File: config.mk
export PLATFORM = sky130hd
export DESIGN_NAME = instr_prefetch_top
export DESIGN_NICKNAME = d
export VERILOG_FILES = /design/src/fetch_addr_pkg.sv /design/src/fetch_bus_pkg.sv /design/src/line_cache.sv /design/src/iport_arbiter.sv /design/src/line_prefetcher.sv /design/src/instr_aligner.sv /design/src/instr_prefetch_top.sv
export VERILOG_INCLUDE_DIRS = /design/src /design/src/src
export SDC_FILE = /design/constraint.sdc
export NUM_CORES = 2
export LEC_CHECK = 0
export ABC_AREA = 1
export BUFFER_PORTS_ARGS = -buffer_cell sky130_fd_sc_hd__buf_2
export CORE_MARGIN = 5
export CORE_UTILIZATION = 40
export DETAILED_ROUTE_END_ITERATION = 8
export PLACE_DENSITY_LB_ADDON = 0.25
export SYNTH_ARGS = -nofsm -noshare
export SYNTH_HDL_FRONTEND = slang
export SYNTH_SLANG_ARGS = --single-unit
export TNS_END_PERCENT = 30
File: constraint.sdc
create_clock -name clk -period 8.8 [get_ports clk]
set_clock_uncertainty 0.05 [all_clocks]
set_input_delay 0.88 -clock clk [delete_from_list [all_inputs] [get_ports clk]]
set_output_delay 0.88 -clock clk [all_outputs]
set_load 0.02 [all_outputs]
File: src/prefetch_settings.svh
// --------------------------------------------------
// Build-time sizes of the instruction prefetch unit
// Line count of the line cache, address and line width
// --------------------------------------------------

`ifndef PREFETCH_SETTINGS_SVH
`define PREFETCH_SETTINGS_SVH

// Number of cached lines, must be a power of two
`define PF_LINES  4

// Fetch address width in bits
`define PF_ADDR_W 32

// One cache line, 8 halfwords
`define PF_LINE_W 128

`endif

File: src/fetch_addr_pkg.sv
// --------------------------------------------------
// Fetch address, cache line and instruction types
// --------------------------------------------------

`include "prefetch_settings.svh"

package fetch_addr_pkg;

   // Line number plus byte offset, offset[3:1] is the halfword index
   typedef struct packed {
      logic [`PF_ADDR_W-5:0] line;
      logic [3:0]            offset;
   } fetch_addr_fields_t;

   // Same address, flat or split
   typedef union packed {
      logic [`PF_ADDR_W-1:0] word;
      fetch_addr_fields_t    fields;
   } fetch_addr_u;

   typedef logic [`PF_LINE_W/16-1:0][15:0] line_t;  // Halfword 0 at the lowest address
   typedef logic [31:0]                    instr_t;
   typedef logic [$clog2(`PF_LINES)-1:0]   way_idx_t;  // Cache way pointer

endpackage

File: src/fetch_bus_pkg.sv
// --------------------------------------------------
// Memory port structs of the prefetch unit
// Request, response and requester identifiers
// --------------------------------------------------

`include "prefetch_settings.svh"

package fetch_bus_pkg;

   // Request toward memory, address always line aligned
   typedef struct packed {
      logic                  req;
      logic [`PF_ADDR_W-1:0] addr;
   } iport_req_t;

   // Grant and read data from memory
   typedef struct packed {
      logic                  gnt;
      logic                  rvalid;
      logic [`PF_LINE_W-1:0] rdata;
   } iport_rsp_t;

   // Owner of an access on the shared port
   typedef enum logic {DEMAND = 1'b0, PREFETCH = 1'b1} requester_e;

endpackage

File: src/line_cache.sv
// --------------------------------------------------
// Fully associative line cache
// Two combinational lookup ports, one fill port, flush
// Round-robin replacement
// --------------------------------------------------

`include "prefetch_settings.svh"

module line_cache (
   input  logic                        clk,
   input  logic                        rst_n,
   input  fetch_addr_pkg::fetch_addr_u lookup_a_i,   // Aligner line
   output logic                        hit_a_o,
   output fetch_addr_pkg::line_t       line_a_o,
   input  fetch_addr_pkg::fetch_addr_u lookup_b_i,   // Prefetch probe
   output logic                        hit_b_o,
   input  logic                        fill_valid_i,
   input  fetch_addr_pkg::fetch_addr_u fill_addr_i,
   input  fetch_addr_pkg::line_t       fill_data_i,
   input  logic                        flush_i
);
   localparam int LINES = `PF_LINES;

   logic [LINES-1:0]         valid_q;
   logic [`PF_ADDR_W-5:0]    tag_q  [LINES];
   fetch_addr_pkg::line_t    data_q [LINES];
   fetch_addr_pkg::way_idx_t rr_q;       // Next victim
   fetch_addr_pkg::way_idx_t fill_way;
   logic                     fill_hit;   // Fill line already cached

   // Tag compare on all ways
   always_comb begin
      hit_a_o  = 1'b0;
      hit_b_o  = 1'b0;
      line_a_o = '0;
      fill_hit = 1'b0;
      fill_way = rr_q;
      for (int i = 0; i < LINES; i++) begin
         if (valid_q[i] && tag_q[i] == lookup_a_i.fields.line) begin
            hit_a_o  = 1'b1;
            line_a_o = data_q[i];
         end
         if (valid_q[i] && tag_q[i] == lookup_b_i.fields.line)
            hit_b_o = 1'b1;
         if (valid_q[i] && tag_q[i] == fill_addr_i.fields.line) begin
            fill_hit = 1'b1;                                  // Overwrite in place
            fill_way = fetch_addr_pkg::way_idx_t'(i);
         end
      end
   end

   // --------------------------------------------------
   // Valid bits and victim pointer
   always_ff @(posedge clk or negedge rst_n) begin
      if (!rst_n) begin
         valid_q <= '0;
         rr_q    <= '0;
      end else if (flush_i) begin
         valid_q <= '0;                                       // Fence drops everything
      end else if (fill_valid_i) begin
         valid_q[fill_way] <= 1'b1;
         if (!fill_hit) rr_q <= rr_q + 1'b1;                  // Wraps, power of two
      end
   end

   // Tag and data store
   always_ff @(posedge clk) begin
      if (fill_valid_i && !flush_i) begin
         tag_q[fill_way]  <= fill_addr_i.fields.line;
         data_q[fill_way] <= fill_data_i;
      end
   end

endmodule

File: src/iport_arbiter.sv
// --------------------------------------------------
// Memory port arbiter, demand over prefetch
// Single outstanding access, fence drop of late data
// --------------------------------------------------

module iport_arbiter (
   input  logic                        clk,
   input  logic                        rst_n,
   input  fetch_bus_pkg::iport_req_t   dem_req_i,
   input  fetch_bus_pkg::iport_req_t   pf_req_i,
   output logic                        dem_gnt_o,
   output logic                        pf_gnt_o,
   output logic                        fill_valid_o,
   output fetch_bus_pkg::requester_e   fill_src_o,
   output fetch_addr_pkg::fetch_addr_u fill_addr_o,
   output fetch_addr_pkg::line_t       fill_data_o,
   input  logic                        fence_i,
   output fetch_bus_pkg::iport_req_t   iport_req_o,
   input  fetch_bus_pkg::iport_rsp_t   iport_rsp_i,
   output logic                        busy_o
);
   logic                        hold_q;    // Request on the port, not yet granted
   logic                        out_q;     // Granted, waiting for rvalid
   logic                        drop_q;    // Answer belongs to a fenced access
   fetch_bus_pkg::requester_e   src_q, sel_src;
   fetch_addr_pkg::fetch_addr_u addr_q, sel_addr;
   logic                        fwd_req, granted;

   // Keep the locked choice, otherwise demand first
   always_comb begin
      sel_src       = fetch_bus_pkg::DEMAND;
      sel_addr.word = dem_req_i.addr;
      if (hold_q) begin
         sel_src  = src_q;
         sel_addr = addr_q;
      end else if (!dem_req_i.req) begin
         sel_src       = fetch_bus_pkg::PREFETCH;
         sel_addr.word = pf_req_i.addr;
      end
   end

   assign fwd_req     = hold_q || (!out_q && (dem_req_i.req || pf_req_i.req));
   assign granted     = fwd_req && iport_rsp_i.gnt;
   assign iport_req_o = '{req: fwd_req, addr: sel_addr.word};
   assign dem_gnt_o   = granted && sel_src == fetch_bus_pkg::DEMAND;
   assign pf_gnt_o    = granted && sel_src == fetch_bus_pkg::PREFETCH;
   assign busy_o      = fwd_req || out_q;

   // Fill pulse to cache and aligner
   assign fill_valid_o = iport_rsp_i.rvalid && out_q && !drop_q && !fence_i;
   assign fill_src_o   = src_q;
   assign fill_addr_o  = addr_q;
   assign fill_data_o  = iport_rsp_i.rdata;

   always_ff @(posedge clk or negedge rst_n) begin
      if (!rst_n) begin
         hold_q <= 1'b0;
         out_q  <= 1'b0;
         drop_q <= 1'b0;
      end else begin
         hold_q <= fwd_req && !iport_rsp_i.gnt;
         if (granted) out_q <= 1'b1;
         else if (iport_rsp_i.rvalid) out_q <= 1'b0;
         if (iport_rsp_i.rvalid) drop_q <= 1'b0;
         else if (fence_i && (out_q || granted)) drop_q <= 1'b1;  // Data may be stale
      end
   end

   // Owner and address, frozen while outstanding
   always_ff @(posedge clk) begin
      if (fwd_req) begin
         src_q  <= sel_src;
         addr_q <= sel_addr;
      end
   end

endmodule

File: src/line_prefetcher.sv
// --------------------------------------------------
// Next-line prefetcher
// Probes the line after the current one, fetches on miss
// --------------------------------------------------

module line_prefetcher (
   input  logic                        clk,
   input  logic                        rst_n,
   input  fetch_addr_pkg::fetch_addr_u cur_addr_i,
   input  logic                        next_hit_i,
   output fetch_addr_pkg::fetch_addr_u probe_o,
   output fetch_bus_pkg::iport_req_t   pf_req_o,
   input  logic                        pf_gnt_i,
   input  logic                        fill_valid_i,
   input  fetch_bus_pkg::requester_e   fill_src_i,
   input  logic                        redirect_i
);
   fetch_addr_pkg::fetch_addr_u next_addr, req_addr_q;
   logic                        req_q, wait_q;

   always_comb begin
      next_addr.fields.line   = cur_addr_i.fields.line + 1'b1;
      next_addr.fields.offset = 4'h0;                         // Line aligned
   end

   assign probe_o  = next_addr;
   assign pf_req_o = '{req: req_q, addr: req_addr_q.word};

   // Idle, request, wait for own fill
   always_ff @(posedge clk or negedge rst_n) begin
      if (!rst_n) begin
         req_q  <= 1'b0;
         wait_q <= 1'b0;
      end else if (redirect_i) begin
         req_q  <= 1'b0;                                      // Drop ungranted request
         wait_q <= 1'b0;
      end else if (req_q) begin
         if (pf_gnt_i) begin
            req_q  <= 1'b0;
            wait_q <= 1'b1;
         end
      end else if (wait_q) begin
         if (fill_valid_i && fill_src_i == fetch_bus_pkg::PREFETCH) wait_q <= 1'b0;
      end else if (!next_hit_i) begin
         req_q <= 1'b1;
      end
   end

   // Address tracks the probe until the request is raised
   always_ff @(posedge clk) begin
      if (!req_q) req_addr_q <= next_addr;
   end

endmodule

File: src/instr_aligner.sv
// --------------------------------------------------
// Instruction aligner
// Fetch address, 16/32-bit extraction, cross-line join
// Demand line requests and output register
// --------------------------------------------------

`include "prefetch_settings.svh"

module instr_aligner (
   input  logic                        clk,
   input  logic                        rst_n,
   input  logic                        branch_i,
   input  logic                        ready_i,
   input  fetch_addr_pkg::fetch_addr_u addr_i,
   output fetch_addr_pkg::fetch_addr_u cur_addr_o,
   output fetch_addr_pkg::fetch_addr_u lookup_o,
   input  logic                        hit_i,
   input  fetch_addr_pkg::line_t       line_i,
   output fetch_bus_pkg::iport_req_t   dem_req_o,
   input  logic                        dem_gnt_i,
   input  logic                        fill_valid_i,
   input  fetch_bus_pkg::requester_e   fill_src_i,
   input  fetch_addr_pkg::line_t       fill_data_i,
   output logic                        valid_o,
   output fetch_addr_pkg::instr_t      rdata_o,
   output fetch_addr_pkg::fetch_addr_u addr_o
);
   fetch_addr_pkg::fetch_addr_u pc_q, look, addr_q;
   fetch_addr_pkg::line_t       cur_line;
   fetch_addr_pkg::instr_t      nxt_instr, rdata_q;
   logic [`PF_ADDR_W-5:0]       req_line_q, pend_line_q;
   logic [`PF_ADDR_W-1:0]       step;
   logic [15:0]                 hw_lo, hw_hi, xl_half_q;
   logic [2:0]                  hw_idx, hw_nxt;
   logic                        run_q, xl_q, valid_q, req_q, pend_q;
   logic                        fill_ok, line_ok, advance, is32, to_xl;

   // Cross-line state looks at the following line
   always_comb begin
      look.fields.line   = xl_q ? pc_q.fields.line + 1'b1 : pc_q.fields.line;
      look.fields.offset = xl_q ? 4'h0 : pc_q.fields.offset;
   end

   // Own demand fill can be used in its arrival cycle
   assign fill_ok = fill_valid_i && fill_src_i == fetch_bus_pkg::DEMAND && pend_q &&
                    pend_line_q == look.fields.line;
   assign line_ok = hit_i || fill_ok;
   assign advance = run_q && !branch_i && (!valid_q || ready_i) && line_ok;

   // --------------------------------------------------
   // Halfword extraction
   always_comb begin
      cur_line = hit_i ? line_i : fill_data_i;
      hw_idx   = pc_q.fields.offset[3:1];
      hw_nxt   = hw_idx + 3'd1;
      hw_lo    = cur_line[hw_idx];
      hw_hi    = cur_line[hw_nxt];
      is32     = hw_lo[1:0] == 2'b11;                         // Not compressed
      to_xl    = !xl_q && is32 && hw_idx == 3'd7;             // Upper half in next line
      step     = (xl_q || is32) ? `PF_ADDR_W'(4) : `PF_ADDR_W'(2);
      if (xl_q)      nxt_instr = {cur_line[0], xl_half_q};
      else if (is32) nxt_instr = {hw_hi, hw_lo};
      else           nxt_instr = {16'h0, hw_lo};
   end

   always_ff @(posedge clk or negedge rst_n) begin
      if (!rst_n) begin
         pc_q    <= '0;
         run_q   <= 1'b0;                                     // Idle until first branch
         xl_q    <= 1'b0;
         valid_q <= 1'b0;
      end else if (branch_i) begin
         pc_q    <= addr_i;
         run_q   <= 1'b1;
         xl_q    <= 1'b0;
         valid_q <= 1'b0;                                     // Kill output
      end else if (advance) begin
         xl_q    <= to_xl;
         valid_q <= !to_xl;
         if (!to_xl) pc_q.word <= pc_q.word + step;
      end else if (ready_i) begin
         valid_q <= 1'b0;                                     // Taken, nothing new
      end
   end

   // Demand request, held until grant, one in flight
   always_ff @(posedge clk or negedge rst_n) begin
      if (!rst_n) begin
         req_q  <= 1'b0;
         pend_q <= 1'b0;
      end else begin
         if (req_q) begin
            if (dem_gnt_i) begin
               req_q  <= 1'b0;
               pend_q <= 1'b1;
            end
         end else if (run_q && !branch_i && !line_ok && !pend_q) begin
            req_q <= 1'b1;
         end
         if (fill_valid_i && fill_src_i == fetch_bus_pkg::DEMAND) pend_q <= 1'b0;
         if (branch_i) pend_q <= 1'b0;                        // Old answer is not ours
      end
   end

   always_ff @(posedge clk) begin
      if (advance && to_xl) xl_half_q <= hw_lo;
      if (advance && !to_xl) begin
         rdata_q <= nxt_instr;
         addr_q  <= pc_q;
      end
      if (!req_q) req_line_q <= look.fields.line;
      if (req_q && dem_gnt_i) pend_line_q <= req_line_q;
   end

   assign cur_addr_o = pc_q;
   assign lookup_o   = look;
   assign dem_req_o  = '{req: req_q, addr: {req_line_q, 4'h0}};
   assign valid_o    = valid_q;
   assign rdata_o    = rdata_q;
   assign addr_o     = addr_q;

endmodule

File: src/instr_prefetch_top.sv
// --------------------------------------------------
// Instruction prefetch unit top level
// Cache, port arbiter, prefetcher and aligner
// --------------------------------------------------

module instr_prefetch_top (
   input  logic                        clk,
   input  logic                        rst_n,
   output fetch_bus_pkg::iport_req_t   iport_req_o,
   input  fetch_bus_pkg::iport_rsp_t   iport_rsp_i,
   input  logic                        branch_i,
   input  logic                        fence_i,
   input  logic                        ready_i,
   input  fetch_addr_pkg::fetch_addr_u addr_i,
   output logic                        valid_o,
   output logic                        busy_o,
   output fetch_addr_pkg::instr_t      rdata_o,
   output fetch_addr_pkg::fetch_addr_u addr_o
);
   fetch_addr_pkg::fetch_addr_u cur_addr, lookup, probe, fill_addr;
   fetch_addr_pkg::line_t       line_a, fill_data;
   fetch_bus_pkg::iport_req_t   dem_req, pf_req;
   fetch_bus_pkg::requester_e   fill_src;
   logic                        hit_a, hit_b, dem_gnt, pf_gnt, fill_valid;

   line_cache u_cache (
      .clk, .rst_n,
      .lookup_a_i (lookup),   .hit_a_o (hit_a), .line_a_o (line_a),
      .lookup_b_i (probe),    .hit_b_o (hit_b),
      .fill_valid_i (fill_valid), .fill_addr_i (fill_addr), .fill_data_i (fill_data),
      .flush_i (fence_i)
   );

   iport_arbiter u_arb (
      .clk, .rst_n,
      .dem_req_i (dem_req), .pf_req_i (pf_req), .dem_gnt_o (dem_gnt), .pf_gnt_o (pf_gnt),
      .fill_valid_o (fill_valid), .fill_src_o (fill_src),
      .fill_addr_o (fill_addr), .fill_data_o (fill_data),
      .fence_i, .iport_req_o, .iport_rsp_i, .busy_o
   );

   line_prefetcher u_pf (
      .clk, .rst_n,
      .cur_addr_i (cur_addr), .next_hit_i (hit_b), .probe_o (probe),
      .pf_req_o (pf_req), .pf_gnt_i (pf_gnt),
      .fill_valid_i (fill_valid), .fill_src_i (fill_src), .redirect_i (branch_i)
   );

   instr_aligner u_align (
      .clk, .rst_n, .branch_i, .ready_i, .addr_i,
      .cur_addr_o (cur_addr), .lookup_o (lookup), .hit_i (hit_a), .line_i (line_a),
      .dem_req_o (dem_req), .dem_gnt_i (dem_gnt),
      .fill_valid_i (fill_valid), .fill_src_i (fill_src), .fill_data_i (fill_data),
      .valid_o, .rdata_o, .addr_o
   );

endmodule

# --- Word-level counts from Yosys, hierarchy flattened ---
# Memories as Yosys holds them, arrays and structs flattened.
# Index checks and enable logic that the tools add are counted.
word_totals:
  ff_bits: 245
  latchBits: 0
  ram_bits: 624
  rom_bits: 0
  inputBits: 167
  out_inout_bits: 99
  word_cells: 185
  mem_count: 2
op_classes:
  add_sub_neg: 4
  n_mul: 0
  n_div: 0
  magnitude_cmp: 4
  n_eq_ne: 17
  n_shift: 0
  muxes: 68
  bitwise_logic: 5
  n_reduce_logical: 64
mem_list:
  columns: ["memory", "depth", "word_bits", "read_ports", "rd_ports_with_merged_regs", "wr", "line_no", "source"]
  rows:
  - ["u_cache.data_q", 4, 128, 4, 0, 1, "line_cache.sv:26", "fetch_addr_pkg::line_t data_q [LINES];"]
  - ["u_cache.tag_q", 4, 28, 4, 0, 1, "line_cache.sv:25", "logic [`PF_ADDR_W-5:0] tag_q [LINES];"]
ops:
  columns: ["cell", "n"]
  rows:
  - ["two-way mux 128 bit", 5]
  - ["== test 28 bit", 13]
  - ["two-way mux 32 bit", 7]
  - ["binary-select mux 16 bit (select 3 bit)", 2]
  - ["two-way mux 1 bit", 43]
  - ["logical AND 1 bit", 37]
  - ["adder 32 bit", 1]
  - ["two-way mux 16 bit", 2]
  - ["adder 28 x 1 -> 28 bit, second input constant", 1]
  - ["two-way mux 28 bit", 1]
  - ["logical NOT 1 bit", 10]
  - ["nonzero test 3 bit", 3]
  - ["< comparator 3 x 4 -> 1 bit, second input constant", 2]
  - ["two-way mux 2 bit", 4]
  - ["two-way mux 4 bit", 2]
  - ["nonzero test 2 bit", 4]
  - ["logical OR 1 bit", 7]
  - ["NOT 1 bit", 4]
  - ["OR 4 bit", 1]
  - ["AND reduction 2 bit", 2]
  - ["adder 3 x 1 -> 3 bit, second input constant", 1]
  - ["== test 3 bit, second input constant", 1]
  - ["< comparator 2 x 3 -> 1 bit, second input constant", 1]
  - ["two-way mux 3 bit", 1]
  - ["7 further kinds", 7]

# --- Logic depth before layout (Yosys ltp) ---
logic_depth:
  word_depth: 18
  mapped_depth: 43
  mapped_depth_nobuf: 42

# --- Hierarchy ---
# Synthesis repeated with hierarchy kept, for this count alone.
hier_totals:
  cells_unflattened: 5020
  area_unflattened_um2: 45547.4
modules_own_cells:
  columns: ["module", "instances", "cells_per_inst", "area_each_um2", "seq_area_each_um2"]
  rows:
  - ["line_cache", 1, 2886, 29195.5, 18888.1]
  - ["instr_aligner", 1, 1605, 11767.5, 5009.8]
  - ["iport_arbiter", 1, 330, 2820.2, 1066.0]
  - ["line_prefetcher", 1, 199, 1764.2, 890.9]

# --- Worst setup path before layout ---
# OpenSTA, ideal clock, no wires.
synth_timing:
  path_kind: "register to register"
  start: "register u_arb.addr_q, in the netlist u_arb.fill_addr_o[22]"
  end: "memory u_cache.data_q[2][0] in the netlist's numbering, enable pin"
  setup_time_ns: 0.673
  arrival_ns: 8.399
  required_ns: 8.077
  path_slack_ns: -0.323
  stages_incl_launch_ff: 10
  n_path_buf: 0
  synth_period_minus_slack_ns: 9.123
  path_cell_list: "edfxtp_1 inv_1 o22ai_1 or4_1 nor4_1 nor4b_1 a21oi_1 nor2_1 nand2_1 nor2_1"
synth_via:
  elab_chain_len: 6
  word_cells_on_any_way: 12
  cone_classes: "eq/ne: 4; mux: 4; reduce/logical: 4"
synth_lines:
  columns: ["item", "line_no", "source"]
  rows:
  - ["from (decl)", "iport_arbiter.sv:26", "fetch_addr_pkg::fetch_addr_u addr_q, sel_addr;"]
  - ["from (signal assigned)", "iport_arbiter.sv:73", "addr_q <= sel_addr;"]
  - ["== test 28 bit", "line_cache.sv:45", "if (valid_q[i] && tag_q[i] == fill_addr_i.fields.line) begin"]
  - ["logical AND 1 bit", "line_cache.sv:45", null]
  - ["two-way mux 2 bit (3 in a row)", "line_cache.sv:45", null]
  - ["two-way mux 2 bit (*)", "line_cache.sv:45", null]
  - ["to (decl)", "line_cache.sv:26", null]
# Every way passes the cells marked *; elsewhere a longest branch is shown, timed or not.

# --- Final worst setup path ---
layout_timing:
  start: "register u_align.pc_q, in the netlist u_align.cur_addr_o[4]"
  end: "register u_align.pc_q, in the netlist u_align.cur_addr_o[31]"
layout_via:
  elab_chain_len: 18
  word_cells_on_any_way: 37
  cone_classes: "add/sub: 2; eq/ne: 7; mux: 16; reduce/logical: 12"
layout_lines:
  columns: ["item", "line_no", "source"]
  rows:
  - ["from (decl)", "instr_aligner.sv:28", "fetch_addr_pkg::fetch_addr_u pc_q, look, addr_q;"]
  - ["from (signal assigned)", "instr_aligner.sv:73", "pc_q <= addr_i;"]
  - ["adder 28 x 1 -> 28 bit", "instr_aligner.sv:40", "look.fields.line = xl_q ? pc_q.fields.line + 1'b1 : pc_q.fields.line;"]
  - ["two-way mux 28 bit", "instr_aligner.sv:40", null]
  - ["== test 28 bit", "line_cache.sv:39", "if (valid_q[i] && tag_q[i] == lookup_a_i.fields.line) begin"]
  - ["logical AND 1 bit", "line_cache.sv:39", null]
  - ["two-way mux 128 bit / two-way mux 1 bit (equally long branches) (4 in a row)", "line_cache.sv:39", null]
  - ["two-way mux 128 bit", "instr_aligner.sv:53", "cur_line = hit_i ? line_i : fill_data_i;"]
  - ["binary-select mux 16 bit (select 3 bit)", "instr_aligner.sv:56", "hw_lo = cur_line[hw_idx];"]
  - ["two-way mux 16 bit (implied by the code)", "instr_aligner.sv:56", null]
  - ["== test 2 bit", "instr_aligner.sv:58", "is32 = hw_lo[1:0] == 2'b11;"]
  - ["logical OR 1 bit", "instr_aligner.sv:60", "step = (xl_q || is32) ? `PF_ADDR_W'(4) : `PF_ADDR_W'(2);"]
  - ["two-way mux 3 bit", "instr_aligner.sv:60", null]
  - ["adder 32 bit", "instr_aligner.sv:80", "if (!to_xl) pc_q.word <= pc_q.word + step;"]
  - ["two-way mux 32 bit", "instr_aligner.sv:80", null]
  - ["two-way mux 32 bit", "instr_aligner.sv:77", "end else if (advance) begin"]
  - ["two-way mux 32 bit", "instr_aligner.sv:72", "end else if (branch_i) begin"]
# Several ways; a longest one is shown, not always the timed one. The select of a mux whose other input is x is not followed.
# A chain may end at the register's enable or synchronous reset.

==> results by stage <==
Power:
- The combinational share of power is 0.203.
- Of the total power, the clock network draws 0.348.
- The leakage dissipation is 0.0198 µW.
- Summed over all nets, the switching power comes to 4240 µW.
- The maximum vdd drop is 0.183 mV.
- The sequential group share of total power is 0.450.
- The switching share of total power is 0.339.
- For this design the ratio of total power to cell area is 249 nW/µm².
- The internal power of the cells totals 8280 µW.

Worst setup path:
- The setup path with the least slack is of type reg2reg.
- The kind of launch point of the worst setup path is a flip-flop.
- The worst-path cell with the longest stage delay is sky130_fd_sc_hd__and3_4.
- The arrival time at the worst endpoint is 8420 ps.
- The worst-case reg-to-reg path depth is 36.
- The required time reported for the critical path endpoint is 9350 ps.
- The peak fanout along the critical path is 32.
- The maximum single-stage delay on the critical path is 660 ps.
- The cell occurring most often along the worst timing path is sky130_fd_sc_hd__nand2_1.
- The kind of end point of the critical path is a flip-flop.

Route:
- The first-pass iteration count of the detailed router is 6.
- The number of remaining DRC errors is 0.
- The total via count in the routed design is 37,559.
- After detailed routing, the average wire length per cell comes to 30.0 µm.
- The routed design has 188 mm of wire.
- The via density per instance is 6.01.
- The detail route stage leaves a number of antenna-violating nets equal to 0.
- The DRC violation total after the first TritonRoute iteration is 4,831.

Floorplan:
- In this run the vertical extent of the chip is 342 µm.
- The floorplan step defined a core boundary enclosing 109,000 µm².
- The floorplan step defined a die boundary enclosing 117,000 µm².
- Row generation in the floorplan step produced 121 rows.
- The count of boundary I/O pins is 266.
- The overall die width is 342 µm.
- The initial utilization of the core area, before any placement, comes to 0.403.

STA:
- The highest achievable clock rate is 127 MHz.
- The post-route worst setup slack is 926 ps.
- The share of the clock period used by the worst path after layout is 0.895.
- Setup repair after global routing left no endpoint under its margin.
- At the pin with the least slew margin, the transition time is 1260 ps.
- The clock period minus worst slack is 7870 ps.
- The max-slew violation count is 0.
- The number of hold violations in the final report is 0.
- Setup total negative slack on the finished layout was measured at 0 ps.
- The final count of negative-setup-slack endpoints is 0.
- The worst pin sits at a relative slew slack of 0.161.

Run:
- The total of max-cap violations is 0.

Logic synthesis:
- Of the total synthesized cell area, the portion taken by XOR and XNOR cells is 0.0191.
- The most used flip-flop cell after synthesis is sky130_fd_sc_hd__edfxtp_1.
- For this run, the number of Yosys warnings is 0.
- Each instance of the synthesized netlist takes up on average 9.73 µm².
- Of the synthesized area, sequential elements account for 0.588.
- Counting distinct cell types in the post-synthesis netlist gives 68.
- In this run, synthesis inferred 821 flip-flops with an integrated enable.
- The number of instances in the synthesized netlist is 4,521.
- The multiplexer share of the synthesized area is 0.
- Counting every net in the synthesized netlist gives 4,693.
- The cell area after technology mapping is 44,000 µm².
- The area fraction in and, or, nand and nor cells after synthesis is 0.223.
- The arithmetic-cell share of the synthesized area counting full adders, half adders and majority gates is 0.00159.
- The post-synthesis compound-gate area fraction is 0.108.
- The register bit count reported by yosys is 869.
- In the synthesized netlist the async set-or-reset flop fraction comes to 0.0552.
- After synthesis, the largest family of logic cells by area is simple AND/OR/NAND/NOR gates.

Layout:
- The post-layout net count is 4,913.
- The post-layout utilization of the core is 0.460.
- The number of non-filler instances in the completed layout is 6,248.
- The filler cells instantiated in the layout total 10,376.
- The top cell types in the final layout, fill and taps aside, are sky130_fd_sc_hd__nand2_1, sky130_fd_sc_hd__edfxtp_1, sky130_fd_sc_hd__nand3_1.
- The library cell used most frequently in the layout, excluding fill and tap cells, is sky130_fd_sc_hd__nand2_1.
- The share of final-layout standard cells stronger than drive strength 1 is 0.125.
- Compared with the post-synthesis result, the final layout area differs by 14.1%.

Global route:
- The sum of overflow across all layers after global routing is 0.
- The number of antenna violations at the first check in global routing is 42.
- The total routing resource utilization after global routing is 0.312.
- The wire length of the first global-routing pass is 263 mm.
- Entering global routing, the biggest net connects 111 pins.
- The via count of the first global-routing pass is 34,672.

Placement:
- The number of instances in the placed design is 6,056.
- The number of port buffers is 265.
- The last weighted congestion value of the routability-driven placer is 1.03.
- The half-perimeter wire length of the detailed placement result is 135 mm.
- The worst slack after detailed placement is 1140 ps.

Clocking:
- Clock-pin slew was measured on the worst setup and hold paths at 60 ps.
- The later-pin clock latency in the skew report is 710 ps.
- The library cell used as clock root buffer is sky130_fd_sc_hd__clkbuf_16.
- Counting along the longest clock path gives a buffer depth of 3.
- Post-CTS timing repair inserted 0 buffers for setup.
- The H-tree was split into 3 levels.
- The post-cts repair resize count is 0.
- Hold repair after CTS inserted 0 buffers.
- The CTS sink count is 869.
- The TritonCTS clock tree is yes.
- The number of clock buffers added by TritonCTS is 97.

Status:
- The run finished with clean final reports.

Worst hold path:
- The hold-critical path depth is 2.
- The path class of the tightest hold or removal check is in2reg.
cell type report:
cell class / instances / area (µm²) / share of cell area
antenna: 13 / 32.5 / 0.000648
clock buffer: 122 / 2630 / 0.0525
clock inverter: 57 / 772 / 0.0154
inverter: 461 / 1750 / 0.0349
multi-input combinational: 2991 / 15600 / 0.310
sequential: 869 / 25900 / 0.515
tap: 1414 / 1770 / 0.0353
timing repair buffer: 321 / 1810 / 0.0360
synthesized netlist by cell type (18+ instances only):
library cell,number,area share
sky130_fd_sc_hd__a21oi_1,101,0.011
sky130_fd_sc_hd__buf_1,32,0.0027
sky130_fd_sc_hd__o22ai_1,79,0.011
sky130_fd_sc_hd__nand3_1,587,0.067
sky130_fd_sc_hd__clkbuf_1,128,0.011
sky130_fd_sc_hd__nand4_1,43,0.0061
sky130_fd_sc_hd__o2111ai_1,18,0.0036
sky130_fd_sc_hd__o21ai_0,162,0.018
sky130_fd_sc_hd__nor4_1,30,0.0043
sky130_fd_sc_hd__nor2_1,262,0.022
sky130_fd_sc_hd__nand2_2,32,0.0046
sky130_fd_sc_hd__o311ai_0,109,0.022
sky130_fd_sc_hd__nand2_1,1117,0.095
sky130_fd_sc_hd__a22oi_1,27,0.0046
sky130_fd_sc_hd__edfxtp_1,821,0.56
sky130_fd_sc_hd__dfrtp_1,48,0.027
sky130_fd_sc_hd__and2_1,30,0.0043
sky130_fd_sc_hd__xor2_1,83,0.017
sky130_fd_sc_hd__inv_1,445,0.038
sky130_fd_sc_hd__a32oi_1,110,0.022
critical path, delay by kind of cell, from the launching register on:
kind                     cells  cell delay [ps]
AO/OA/AOI/OAI                3              340
XOR/XNOR                     1              160
adder cells (fa/ha/maj)      2              730
flip-flops                   1              630
buffers and inverters        3              290
AND/OR/NAND/NOR             27             5580
flip-flops by register name (all words and copies together) (netlist names), 2 cells and up:
signal	flops
u_align.addr_o	32
u_align.cur_addr_o	32
u_align.pend_line_q	28
u_align.rdata_o	32
u_align.req_line_q	28
u_align.xl_half_q	16
u_arb.fill_addr_o	32
u_cache.data_q	512
u_cache.rr_q	2
u_cache.tag_q	112
u_cache.valid_q	4
u_pf.req_addr_q	28
metrics by stage:
stage | total power [µW] | area (µm²) | hold slack [ps]
6_report | 12500 | 50200 | 293
5_1_grt | 12900 | 50200 | 284
4_1_cts | 12500 | 50200 | 251
3_5_place_dp | 8150 | 46800 | 383
3_3_place_gp | 8160 | 46800 | 384
2_1_floorplan | 6830 | 44000 | 370
path summary, 6_finish.rpt:
| kind | slack, ps | to | startpoint |
|---|---|---|---|
| min in group asynchronous | 320 | u_align.cur_addr_o[0]$_DFFE_PN0P_ | rst_n |
| min reg2reg | 400 | u_align.pend_line_q[3]$_DFFE_PP_ | u_align.req_line_q[3]$_DFFE_PN_ |
| max | 930 | u_align.cur_addr_o[31]$_DFFE_PN0P_ | u_align.cur_addr_o[4]$_DFFE_PN0P_ |
| max in group asynchronous | 7710 | u_align.cur_addr_o[1]$_DFFE_PN0P_ | rst_n |
| max reg2reg | 930 | u_align.cur_addr_o[31]$_DFFE_PN0P_ | u_align.cur_addr_o[4]$_DFFE_PN0P_ |
| min | 290 | u_arb.hold_q$_DFF_PN0_ | iport_rsp_i[129] |
logic make-up after synthesis:
kind of cell,Yosys count
adders and majority gates,5
DFF,869
and+or+nand+nor,2206
buffers and inverters,661
AOI/OAI and AO/OA,684
xor gates and xnor gates,96
metal layers:
layer  track usage  vias to the layer above  share of wire
li1              -                    16545              -
met1         0.437                    18464           0.41
met2         0.472                     2099           0.44
met3        0.0732                      423          0.098
met4         0.125                       28          0.046
met5             0                        -         0.0011
power by group through the flow:
stage | Combinational [µW] | Sequential [µW] | Clock (µW)
floorplan | 1430 | 5400 | 0
global placement | 2460 | 5700 | 0
detailed placement | 2450 | 5690 | 0
CTS | 2470 | 5610 | 4410
global route | 2660 | 5640 | 4580
finish | 2540 | 5630 | 4350
Note: power is estimated with default switching activity, not from simulation.
